`config.mk`:
```
export PLATFORM = sky130hd
export DESIGN_NAME = md_top
export DESIGN_NICKNAME = d
export VERILOG_FILES = /design/src/hdl/md_pkg.sv /design/src/hdl/md_div.sv /design/src/hdl/md_imd_regs.sv /design/src/hdl/md_mult.sv /design/src/hdl/md_top.sv
export SDC_FILE = /design/constraint.sdc
export NUM_CORES = 2
export LEC_CHECK = 0
export ABC_AREA = 1
export BUFFER_PORTS_ARGS = -buffer_cell sky130_fd_sc_hd__buf_2
export CAP_MARGIN = 40
export CORE_MARGIN = 4
export CORE_UTILIZATION = 55
export DETAILED_ROUTE_END_ITERATION = 6
export PLACE_DENSITY = 0.75
export SETUP_SLACK_MARGIN = 0.02
export SYNTH_ARGS = -nofsm -noshare
export SYNTH_HDL_FRONTEND = slang
export SYNTH_HIERARCHICAL = 1
export SYNTH_SLANG_ARGS = --single-unit
export TNS_END_PERCENT = 20
```
`constraint.sdc`:
```
create_clock -name clk_i -period 7.57 [get_ports clk_i]
set_input_delay 0.757 -clock clk_i [delete_from_list [all_inputs] [get_ports clk_i]]
set_output_delay 0.757 -clock clk_i [all_outputs]
set_load 0.01 [all_outputs]
```
`src/hdl/md_pkg.sv`:
```
// Shared widths and encodings for the multiply/divide unit.
// Imported by every RTL module and by the testbench.
`default_nettype none

package md_pkg;

  // Operand and result width
  localparam int unsigned md_width = 32;

  // Half-word slice fed to the 17x17 multiplier
  localparam int unsigned md_half = 16;

  // Accumulator width with room for carry and sign
  localparam int unsigned md_imd_width = 34;

  // Division step counter
  localparam int unsigned md_cnt_width = 5;

  typedef enum logic [1:0] {
    MD_OP_MULL,
    MD_OP_MULH,
    MD_OP_DIV,
    MD_OP_REM
  } md_op_e;

  // Long division sequence, one state per cycle except MD_COMP
  typedef enum logic [2:0] {
    MD_IDLE,
    MD_ABS_A,
    MD_ABS_B,
    MD_COMP,
    MD_LAST,
    MD_CHANGE_SIGN,
    MD_FINISH
  } md_div_state_e;

endpackage

`default_nettype wire

```
`src/hdl/md_div.sv`:
```
// Restoring long divider for DIV and REM, one quotient bit per cycle.
// Operands are made positive first and the sign is fixed at the end.
// The remainder lives in slot 0 and the absolute denominator in slot 1.
`default_nettype none

module md_div
  import md_pkg::*;
(
  input  wire logic                    clk_i,
  input  wire logic                    rst_ni,
  input  wire logic                    en_i,
  input  wire md_op_e                  operator_i,
  input  wire logic [1:0]              signed_mode_i,
  input  wire logic [md_width-1:0]     op_a_i,
  input  wire logic [md_width-1:0]     op_b_i,
  input  wire logic                    ready_i,
  input  wire logic [md_imd_width-1:0] imd_q_i,
  input  wire logic [md_width-1:0]     den_q_i,
  output logic                         imd_we_o,
  output logic      [md_imd_width-1:0] imd_d_o,
  output logic                         den_we_o,
  output logic      [md_width-1:0]     den_d_o,
  output logic                         valid_o
);

  md_div_state_e state_q, state_d;

  logic [md_cnt_width-1:0] cnt_q, cnt_d;
  logic [md_width-1:0]     numerator_q, numerator_d;
  logic [md_width-1:0]     quotient_q, quotient_d;
  logic [md_width:0]       sub_a, sub_b, sub_res;
  logic [md_width-1:0]     one_shift;
  logic [md_width-1:0]     next_remainder;
  logic [md_width-1:0]     next_quotient;
  logic                    is_greater_equal;
  logic                    sign_a, sign_b;
  logic                    div_by_zero;
  logic                    hold;
  logic                    en_int;

  assign en_int = en_i & ~hold;

  assign sign_a      = signed_mode_i[0] & op_a_i[md_width-1];
  assign sign_b      = signed_mode_i[1] & op_b_i[md_width-1];
  assign div_by_zero = (op_b_i == '0);

  // Shared subtractor for negation and the trial step
  assign sub_res = sub_a - sub_b;

  // Remainder stays below twice the denominator, so bit 32 is the borrow
  assign is_greater_equal = ~sub_res[md_width];
  assign next_remainder   = is_greater_equal ? sub_res[md_width-1:0]
                                             : imd_q_i[md_width-1:0];
  assign one_shift        = {{(md_width-1){1'b0}}, 1'b1} << cnt_q;
  assign next_quotient    = is_greater_equal ? (quotient_q | one_shift) : quotient_q;

  always_comb begin
    state_d     = state_q;
    cnt_d       = cnt_q - 1'b1;
    numerator_d = numerator_q;
    quotient_d  = quotient_q;
    imd_d_o     = imd_q_i;
    sub_a       = '0;
    sub_b       = {1'b0, op_b_i};
    valid_o     = 1'b0;
    hold        = 1'b0;

    unique case (state_q)
      MD_IDLE: begin
        // Preload the divide-by-zero answer
        if (operator_i == MD_OP_DIV) begin
          imd_d_o = '1;
        end else begin
          imd_d_o = {2'b00, op_a_i};
        end
        cnt_d   = '1;
        state_d = div_by_zero ? MD_FINISH : MD_ABS_A;
      end

      MD_ABS_A: begin
        sub_b       = {1'b0, op_a_i};
        numerator_d = sign_a ? sub_res[md_width-1:0] : op_a_i;
        quotient_d  = '0;
        cnt_d       = '1;
        state_d     = MD_ABS_B;
      end

      MD_ABS_B: begin
        // Denominator goes to slot 1 from den_d_o
        imd_d_o = {{(md_imd_width-1){1'b0}}, numerator_q[md_width-1]};
        cnt_d   = '1;
        state_d = MD_COMP;
      end

      MD_COMP: begin
        sub_a      = imd_q_i[md_width:0];
        sub_b      = {1'b0, den_q_i};
        imd_d_o    = {1'b0, next_remainder, numerator_q[cnt_d]};
        quotient_d = next_quotient;
        state_d    = (cnt_q == 1) ? MD_LAST : MD_COMP;
      end

      MD_LAST: begin
        sub_a = imd_q_i[md_width:0];
        sub_b = {1'b0, den_q_i};
        if (operator_i == MD_OP_DIV) begin
          imd_d_o = {2'b00, next_quotient};
        end else begin
          imd_d_o = {2'b00, next_remainder};
        end
        state_d = MD_CHANGE_SIGN;
      end

      MD_CHANGE_SIGN: begin
        // Quotient negative on sign mismatch, remainder follows the dividend
        sub_b = {1'b0, imd_q_i[md_width-1:0]};
        if ((operator_i == MD_OP_DIV) ? (sign_a ^ sign_b) : sign_a) begin
          imd_d_o = {2'b00, sub_res[md_width-1:0]};
        end
        state_d = MD_FINISH;
      end

      MD_FINISH: begin
        valid_o = 1'b1;
        hold    = ~ready_i;
        state_d = MD_IDLE;
      end

      default: begin
        state_d = MD_IDLE;
      end
    endcase
  end

  always_ff @(posedge clk_i or negedge rst_ni) begin
    if (!rst_ni) begin
      state_q <= MD_IDLE;
      cnt_q   <= '0;
    end else if (en_int) begin
      state_q <= state_d;
      cnt_q   <= cnt_d;
    end
  end

  always_ff @(posedge clk_i) begin
    if (en_int) begin
      numerator_q <= numerator_d;
      quotient_q  <= quotient_d;
    end
  end

  assign imd_we_o = en_int;
  assign den_we_o = en_int && (state_q == MD_ABS_B);
  assign den_d_o  = sign_b ? sub_res[md_width-1:0] : op_b_i;

  a_state_legal : assert property (
    @(posedge clk_i) disable iff (!rst_ni)
    state_q inside {MD_IDLE, MD_ABS_A, MD_ABS_B, MD_COMP, MD_LAST, MD_CHANGE_SIGN,
                    MD_FINISH}
  );

  // Counter runs 31 down to 1 across the compare steps
  a_comp_cnt : assert property (
    @(posedge clk_i) disable iff (!rst_ni)
    state_q == MD_COMP |-> cnt_q != '0
  );

endmodule

`default_nettype wire

```
`src/hdl/md_imd_regs.sv`:
```
// Intermediate-value registers shared by the multiplier and the divider.
// Slot 0 is the accumulator or remainder, slot 1 the absolute denominator.
`default_nettype none

module md_imd_regs
  import md_pkg::*;
(
  input  wire logic                    clk_i,
  input  wire logic                    rst_ni,
  input  wire logic                    mult_we_i,
  input  wire logic [md_imd_width-1:0] mult_d_i,
  input  wire logic                    div_we_i,
  input  wire logic [md_imd_width-1:0] div_d_i,
  input  wire logic                    den_we_i,
  input  wire logic [md_width-1:0]     den_d_i,
  output logic      [md_imd_width-1:0] imd_q_o,
  output logic      [md_width-1:0]     den_q_o
);

  logic [md_imd_width-1:0] imd_q;
  logic [md_width-1:0]     den_q;

  // Only one unit is active at a time, so slot 0 takes whoever writes
  always_ff @(posedge clk_i or negedge rst_ni) begin
    if (!rst_ni) begin
      imd_q <= '0;
    end else if (mult_we_i) begin
      imd_q <= mult_d_i;
    end else if (div_we_i) begin
      imd_q <= div_d_i;
    end
  end

  always_ff @(posedge clk_i or negedge rst_ni) begin
    if (!rst_ni) begin
      den_q <= '0;
    end else if (den_we_i) begin
      den_q <= den_d_i;
    end
  end

  assign imd_q_o = imd_q;
  assign den_q_o = den_q;

  // The two units must never be enabled together
  a_single_writer : assert property (
    @(posedge clk_i) disable iff (!rst_ni)
    !(mult_we_i && div_we_i)
  );

endmodule

`default_nettype wire

```
`src/hdl/md_mult.sv`:
```
// Multi-cycle multiplier for MUL and MULH on one 17x17 signed MAC.
// MUL takes three partial products, MULH four, summed through slot 0.
`default_nettype none

module md_mult
  import md_pkg::*;
(
  input  wire logic                    clk_i,
  input  wire logic                    rst_ni,
  input  wire logic                    en_i,
  input  wire md_op_e                  operator_i,
  input  wire logic [1:0]              signed_mode_i,
  input  wire logic [md_width-1:0]     op_a_i,
  input  wire logic [md_width-1:0]     op_b_i,
  input  wire logic                    ready_i,
  input  wire logic [md_imd_width-1:0] imd_q_i,
  output logic                         imd_we_o,
  output logic      [md_imd_width-1:0] imd_d_o,
  output logic      [md_width-1:0]     result_o,
  output logic                         valid_o
);

  typedef enum logic [1:0] {
    ALBL,
    ALBH,
    AHBL,
    AHBH
  } mult_state_e;

  mult_state_e state_q, state_d;

  logic [md_half-1:0]      mult_op_a;
  logic [md_half-1:0]      mult_op_b;
  logic                    sign_a;
  logic                    sign_b;
  logic [md_imd_width-1:0] accum;
  logic [md_imd_width-1:0] mac_res;
  logic [md_imd_width-1:0] mac_res_d;
  logic                    signed_mult;
  logic                    hold;
  logic                    en_int;

  assign signed_mult = (signed_mode_i != 2'b00);
  assign en_int      = en_i & ~hold;

  // Top carry bit is always a copy of bit 33 and is dropped
  assign mac_res = $signed({sign_a, mult_op_a}) * $signed({sign_b, mult_op_b})
                   + $signed(accum);

  always_comb begin
    mult_op_a = op_a_i[md_half-1:0];
    mult_op_b = op_b_i[md_half-1:0];
    sign_a    = 1'b0;
    sign_b    = 1'b0;
    accum     = '0;
    mac_res_d = mac_res;
    state_d   = state_q;
    valid_o   = 1'b0;
    hold      = 1'b0;

    unique case (state_q)
      ALBL: begin
        state_d = ALBH;
      end

      ALBH: begin
        // al*bh, aligned at bit 16
        mult_op_b = op_b_i[md_width-1:md_half];
        sign_b    = signed_mode_i[1] & op_b_i[md_width-1];
        accum     = {{(md_imd_width-md_half){1'b0}}, imd_q_i[md_width-1:md_half]};
        if (operator_i == MD_OP_MULL) begin
          mac_res_d = {2'b00, mac_res[md_half-1:0], imd_q_i[md_half-1:0]};
        end
        state_d = AHBL;
      end

      AHBL: begin
        // ah*bl, aligned at bit 16
        mult_op_a = op_a_i[md_width-1:md_half];
        sign_a    = signed_mode_i[0] & op_a_i[md_width-1];
        if (operator_i == MD_OP_MULL) begin
          accum     = {{(md_imd_width-md_half){1'b0}}, imd_q_i[md_width-1:md_half]};
          mac_res_d = {2'b00, mac_res[md_half-1:0], imd_q_i[md_half-1:0]};
          valid_o   = 1'b1;
          hold      = ~ready_i;
          state_d   = ALBL;
        end else begin
          accum   = imd_q_i;
          state_d = AHBH;
        end
      end

      AHBH: begin
        // ah*bh plus the carried-down sum, MULH only
        mult_op_a = op_a_i[md_width-1:md_half];
        mult_op_b = op_b_i[md_width-1:md_half];
        sign_a    = signed_mode_i[0] & op_a_i[md_width-1];
        sign_b    = signed_mode_i[1] & op_b_i[md_width-1];
        accum     = {{md_half{signed_mult & imd_q_i[md_imd_width-1]}},
                     imd_q_i[md_imd_width-1:md_half]};
        valid_o   = 1'b1;
        hold      = ~ready_i;
        state_d   = ALBL;
      end

      default: begin
        state_d = ALBL;
      end
    endcase
  end

  always_ff @(posedge clk_i or negedge rst_ni) begin
    if (!rst_ni) begin
      state_q <= ALBL;
    end else if (en_int) begin
      state_q <= state_d;
    end
  end

  assign imd_we_o = en_int;
  assign imd_d_o  = mac_res_d;
  assign result_o = mac_res_d[md_width-1:0];

  // A stalled result must not move until the consumer takes it
  a_hold_stall : assert property (
    @(posedge clk_i) disable iff (!rst_ni)
    valid_o && !ready_i |=> $stable(state_q) && $stable(result_o)
  );

endmodule

`default_nettype wire

```
`src/hdl/md_top.sv`:
```
// Top level of the RV32M multiply/divide unit.
// The consumer holds an enable and operands until valid_o and ready_i meet.
`default_nettype none

module md_top
  import md_pkg::*;
(
  input  wire logic                clk_i,
  input  wire logic                rst_ni,
  input  wire logic                mult_en_i,
  input  wire logic                div_en_i,
  input  wire md_op_e              operator_i,
  input  wire logic [1:0]          signed_mode_i,
  input  wire logic [md_width-1:0] op_a_i,
  input  wire logic [md_width-1:0] op_b_i,
  input  wire logic                ready_i,
  output logic      [md_width-1:0] result_o,
  output logic                     valid_o
);

  logic                    mult_we, div_we, den_we;
  logic [md_imd_width-1:0] mult_d, div_d, imd_q;
  logic [md_width-1:0]     den_d, den_q;
  logic [md_width-1:0]     mult_result;
  logic                    mult_valid, div_valid;

  md_mult u_mult (
    .clk_i         (clk_i),
    .rst_ni        (rst_ni),
    .en_i          (mult_en_i),
    .operator_i    (operator_i),
    .signed_mode_i (signed_mode_i),
    .op_a_i        (op_a_i),
    .op_b_i        (op_b_i),
    .ready_i       (ready_i),
    .imd_q_i       (imd_q),
    .imd_we_o      (mult_we),
    .imd_d_o       (mult_d),
    .result_o      (mult_result),
    .valid_o       (mult_valid)
  );

  md_div u_div (
    .clk_i         (clk_i),
    .rst_ni        (rst_ni),
    .en_i          (div_en_i),
    .operator_i    (operator_i),
    .signed_mode_i (signed_mode_i),
    .op_a_i        (op_a_i),
    .op_b_i        (op_b_i),
    .ready_i       (ready_i),
    .imd_q_i       (imd_q),
    .den_q_i       (den_q),
    .imd_we_o      (div_we),
    .imd_d_o       (div_d),
    .den_we_o      (den_we),
    .den_d_o       (den_d),
    .valid_o       (div_valid)
  );

  md_imd_regs u_regs (
    .clk_i     (clk_i),
    .rst_ni    (rst_ni),
    .mult_we_i (mult_we),
    .mult_d_i  (mult_d),
    .div_we_i  (div_we),
    .div_d_i   (div_d),
    .den_we_i  (den_we),
    .den_d_i   (den_d),
    .imd_q_o   (imd_q),
    .den_q_o   (den_q)
  );

  // Divider result sits in slot 0 once it reaches MD_FINISH
  assign valid_o  = mult_valid | div_valid;
  assign result_o = div_valid ? imd_q[md_width-1:0] : mult_result;

  // A new division may only begin from an idle divider
  a_div_start_idle : assert property (
    @(posedge clk_i) disable iff (!rst_ni)
    $rose(div_en_i) |-> u_div.state_q == MD_IDLE
  );

endmodule

`default_nettype wire

```
; Yosys cells after proc, flatten, opt, wreduce, memory -nomap -nowiden
; Index checks and enable logic that the tools add are counted.
[op_classes]
shifts = 1
multipliers = 1
eq_ne = 12
reduce_logical = 17
n_mux = 37
bitwise_logic = 11
order_cmp = 1
addsub = 3
[ops]
columns = operator, n
row1 = $mux W34, 7
row2 = $mux W32, 6
row3 = $pmux W34 S5, 1
row4 = $pmux W34 S3, 1
row5 = $pmux W32 S3, 1
row6 = $pmux W32 S2, 1
row7 = $add A34 B34 Y34, 1
row8 = $mul A17 B17 Y34, 1
row9 = $mux W33, 1
row10 = $sub A33 B32 Y33, 1
row11 = $logic_not A32 Y1, 1
row12 = $mux W16, 2
row13 = $or A32 B32 Y32, 1
row14 = $shl A1 B5 Y32 const A, 1
row15 = $pmux W3 S6, 1
row16 = $eq A3 B3 Y1 const B, 3
row17 = $mux W1, 8
row18 = $pmux W2 S4, 1
row19 = $reduce_or A2 Y1, 4
row20 = $eq A2 B2 Y1 const B, 3
row21 = $eq A3 B2 Y1 const B, 2
row22 = $lt A5 B6 Y1 const B, 1
row23 = $mux W3, 2
row24 = $reduce_bool A2 Y1, 3
row25 = other kinds (20), 29
[word_totals]
regBits = 140

; Logic depth before layout (Yosys ltp)
[depth]
depth_word = 9
depth_mapped = 38

; Cells and area by module
; Netlist, hierarchy kept.
[modules_own_cells]
columns = mod, area_per_inst_um2, instances, seq_area_each_um2, cells_per_inst
row1 = md_mult, 14572.7, 1, 50.0, 1957
row2 = md_div, 10153.5, 1, 2122.0, 1808
row3 = md_imd_regs, 2813.9, 1, 1651.6, 321
row4 = md_top, 440.4, 1, 0.0, 105

; Least setup slack after synthesis
; Ideal clock, no wire load.
[synth_path]
path_kind = reg2out
from = register u_mult.state_q[0]
to = output result_o[18]
t_required_ps = 6813
path_stages_with_launch = 30
slack_ps = -464
t_arrival_ps = 7277
path_cell_list = dfrtp_1 ha_1 nor2_4 buf_2 nand2_1 o21ai_2 inv_1 nor2_1 fa_1 fa_1 inv_1 fa_1 fa_1 inv_1 fa_1 inv_1 fa_1 inv_1 ha_1 nand2_1 inv_1 a21boi_0 nand2_1 inv_1 o21ai_1 xnor2_1 o21ai_0 buf_4 nand2_1 nand2_1
[synth_via]
elab_chain_cells = 8
elab_cells_between_ends = 16
classes_between = 1 x add/sub / 1 x mul / 3 x eq/ne / 8 x mux / 3 x reduce/logical
[synth_rtl]
columns = element, line_no
row1 = "start, declared", md_mult.sv:30  ; mult_state_e state_q, state_d;
row2 = "start signal, assigned", md_mult.sv:116  ; state_q <= state_d;
row3 = $eq A2 B2 Y1 or $eq A2 B1 Y1 (tied branches), md_mult.sv:61  ; unique case (state_q)
row4 = $reduce_or A2 Y1 (no source line), --
row5 = $mux W16 or $mux W1 (tied branches), --
row6 = $mul A17 B17 Y34, md_mult.sv:47  ; assign mac_res = $signed({sign_a, mult_op_a}) * $signed({sign_b, mult_op_b})
row7 = $add A34 B34 Y34, md_mult.sv:48  ; + $signed(accum);
row8 = $mux W34, "md_mult.sv:71, md_mult.sv:81"
row9 = $mux W34 (*), --
row10 = named net mult_d[18], md_top.sv:22  ; logic [md_imd_width-1:0] mult_d, div_d, imd_q;
row11 = $mux W32 (*), md_top.sv:76  ; assign result_o = div_valid ? imd_q[md_width-1:0] : mult_result;
row12 = "end, declared", md_top.sv:17  ; output logic [md_width-1:0] result_o,
; Mark *: on every way through the listed nets, which the timed path passes. The rest lies on a longest branch.

; Worst setup path in the final report
[layout_path]
from = register u_mult.state_q[1]
to = output result_o[29]
; The elaborated chain is that of the path after synthesis.

==> impl_results.md <==
- Fin crit period: 7.93 ns
- Max Freq: 0.126 GHz
- Violated checks: setup timing
- Register area: 3820 um2
- Most common cell after layout, fill and taps aside: nand2_1
- Worst endpoint data arrival time: 7.18 ns
- Post-layout nets: 5012
- Per-cell routed wire length: 22.3 um
- Worst Skew: 0.0144 ns
- Capturing point of the worst reg2reg path: u_regs/imd_q_o[32]
- Synth-to-Final Area Change: 16.6%
- Final Hold Fails: 0
- Largest stage delay, worst path: 0.61 ns
- Remaining antenna violation count: 0
- Outcome: finished with violations
- Final worst slack: -0.363 ns
- RSZ-0062 raised after global routing: yes
- Register bit total from synthesis: 140
- Total die area: 54500 um2
- Die W: 234 um
- Post-Syn Nets: 4747
- Worst skew pair latency: 0.46 ns
- R2R Setup Slk: 0.06 ns
- Vias per Instance: 5.81
- Core area: 50300 um2
- I/O Buffers: 105
- Top-Level Pins: 106
- CP Launch Point: u_mult/state_q[1]
- Worst-path clk slew: 0.07 ns
- Share of cells above drive strength 1: 15.9%
- Register area share after synthesis: 13.7%
- Crit start category: flop
- Post-Syn Area per Cell: 6.68 um2
- CTS H-tree depth: 4
- Vias: 29900
- Slew @ Worst Pin: 0.962 ns
- Syn Inst Count: 4191
- Drt pass-1 iters: 7
- Worst r2r src: u_mult/state_q[1]
- Fill cell count: 4614
- Inst Count DP: 5069
- Asr flop ratio synth: 54.3%
- Setup Crit Path Kind: reg -> out
- Worst Hold Class: in -> async
- Deepest clock path buffer count: 2
- CP Max Fanout: 16
- Setup TNS: -4.59 ns
- Crit path max-delay cell type: fa_2
- # rows: 82
- 1st-iter DRT viols: 5241
- Drt total wl: 115000 um
- Final-report max-slew violation count: 0
- Worst R2R Path Depth: 36
- Commonest cells after routing, fill and taps aside: nand2_1, inv_1, fa_1
- Die H: 234 um
- CTS buffer count: 17
- Initial Util: 55.7%
- Max cap viols: 0
- Critical Path RT: 6.81 ns
- Total GRT Usage: 41.8%
- Pin count of the biggest net entering global routing: 65
- Initial antenna violation count: 1
- Finish-stage setup viols: 21
- Area of the multi-input gates: 20600 um2
- Synthesis warning total: 6
- Crit end category: primary output
- End of the critical path: result_o[29]
- EDFF count, synth: 64
- Clock root cell: clkbuf_16
- Slew margin rel.: 35.4%
- DRC: 0
- First-pass GRT wire length: 171000 um
- Mapped Area: 28000 um2
- Sink Count: 140
- Tcrit/Tclk final: 105%
- Place WS: -0.0901 ns
- Hold_buf cts: 0
- Number of global-route vias before repair: 28300
- Unique masters post-synth: 57
- Post-synth top flop: dfrtp_1
- CTS tree: yes
- Crit path top cell by count: nand2_1
- RePlAce Congestion: 1.08
- Final HPWL from detailed placement: 91300 um
- Non-filler cells, final: 5143
- Grt ovf: 0
## worst min path at each step
stage                                  start                  to  cells past startpoint
after global routing                  rst_ni   u_regs/den_q_o[6]                      1
after global placement     u_regs/den_q_o[9]   u_regs/den_q_o[9]                      2
after floorplan                       rst_ni      u_div/cnt_q[0]                      0
final                                 rst_ni   u_regs/den_q_o[6]                      1
after detailed placement  u_regs/den_q_o[10]  u_regs/den_q_o[10]                      2
after CTS                             rst_ni   u_regs/den_q_o[6]                      1
## what timing repair did
| item | 4_1_cts | 5_1_grt |
|---|---|---|
| setup endpoints to repair | 22 | 26 |
| pin swaps | 42 | 20 |
| buffers inserted | 34 | 4 |
| endpoints found under the hold margin | 0 | 0 |
| gates cloned | 2 | 0 |
| resized for setup | 152 | 87 |
## layer usage
layer	vias to the layer above	GRT usage [%]	wire length (um)
met2	2298	57.3	44900
met4	2	15.4	5850
met3	397	18.0	18700
li1	13300	-	-
met1	13900	58.4	45300
met5	-	0	13
## metrics by stage
stage                     hold slack (ns)  util, %  instance area, um2
final                               0.279     64.9               32600
after global placement              0.508     61.0               30700
after detailed placement            0.518     61.1               30700
after global routing                0.306     64.9               32600
after floorplan                     0.461        -               28000
after CTS                           0.297     64.2               32300
## flip-flops by register name (all words and copies together) (netlist names)
name and flops:
u_div/state_q 3, u_regs/den_q_o 32, u_div/cnt_q 5, u_regs/imd_q_o 34, u_mult/state_q 2, u_div/quotient_q 32
u_div/numerator_q 32
## cells in the mapped netlist, types with 5 or more instances
cell,n,area [um2]
nand2_1,1180,4430
inv_1,886,3330
nor2_1,365,1370
fa_1,340,6810
nand3_1,296,1480
o21ai_0,179,896
a21oi_1,178,891
ha_1,143,1790
dfrtp_1,76,1900
edfxtp_1,64,1920
clkbuf_1,60,225
buf_2,46,230
buf_4,46,345
nand4_1,22,138
a211oi_1,18,135
nand2_2,18,113
buf_1,17,63.8
xnor2_1,17,149
xor2_1,17,149
inv_2,16,60.1
o21ai_2,16,140
o22ai_1,16,100
nor4_1,15,93.8
a22oi_1,14,105
nand3b_1,14,105
nor3_1,13,65.1
o211ai_1,12,90.1
buf_6,11,124
o21bai_1,9,67.6
a221oi_1,8,70.1
o2bb2ai_1,8,70.1
o21ai_1,7,35.0
clkinv_1,6,22.5
a21o_1,5,37.5
a31oi_1,5,31.3
and2_1,5,31.3
nor2_2,5,31.3
## cell type report
| class | count | share of cell area (%) |
|---|---|---|
| Multi-Input combinational cell | 2958 | 63.0 |
| Antenna cell | 2 | 0.0153 |
| Tap cell | 672 | 2.58 |
| Clock buffer | 19 | 1.39 |
| Inverter | 910 | 10.6 |
| Timing Repair Buffer | 429 | 10.3 |
| Clock inverter | 13 | 0.384 |
| Sequential cell | 140 | 11.7 |
## logic make-up after synthesis
kind of cell | Yosys count | synth area share [%]
AND/OR/NAND/NOR | 1950 | 28.7
buffers and inverters | 1093 | 15.8
AO/OA/AOI/OAI | 491 | 10.1
adder cells (fa/ha/maj) | 483 | 30.7
flip-flops | 140 | 13.7
XOR/XNOR | 34 | 1.06
## worst max-delay path: cells and delay by family, from the launching register on
| kind | cells | cell delay (ns) |
|---|---|---|
| AOI/OAI and AO/OA | 1 | 0.07 |
| adders and majority gates | 8 | 3.54 |
| buffers and inverters | 13 | 1.53 |
| DFF | 1 | 0.43 |
| and+or+nand+nor | 14 | 1.15 |
Power is not shown: default switching activity piles up to over one toggle a cycle in this logic, so the estimate is an artifact.
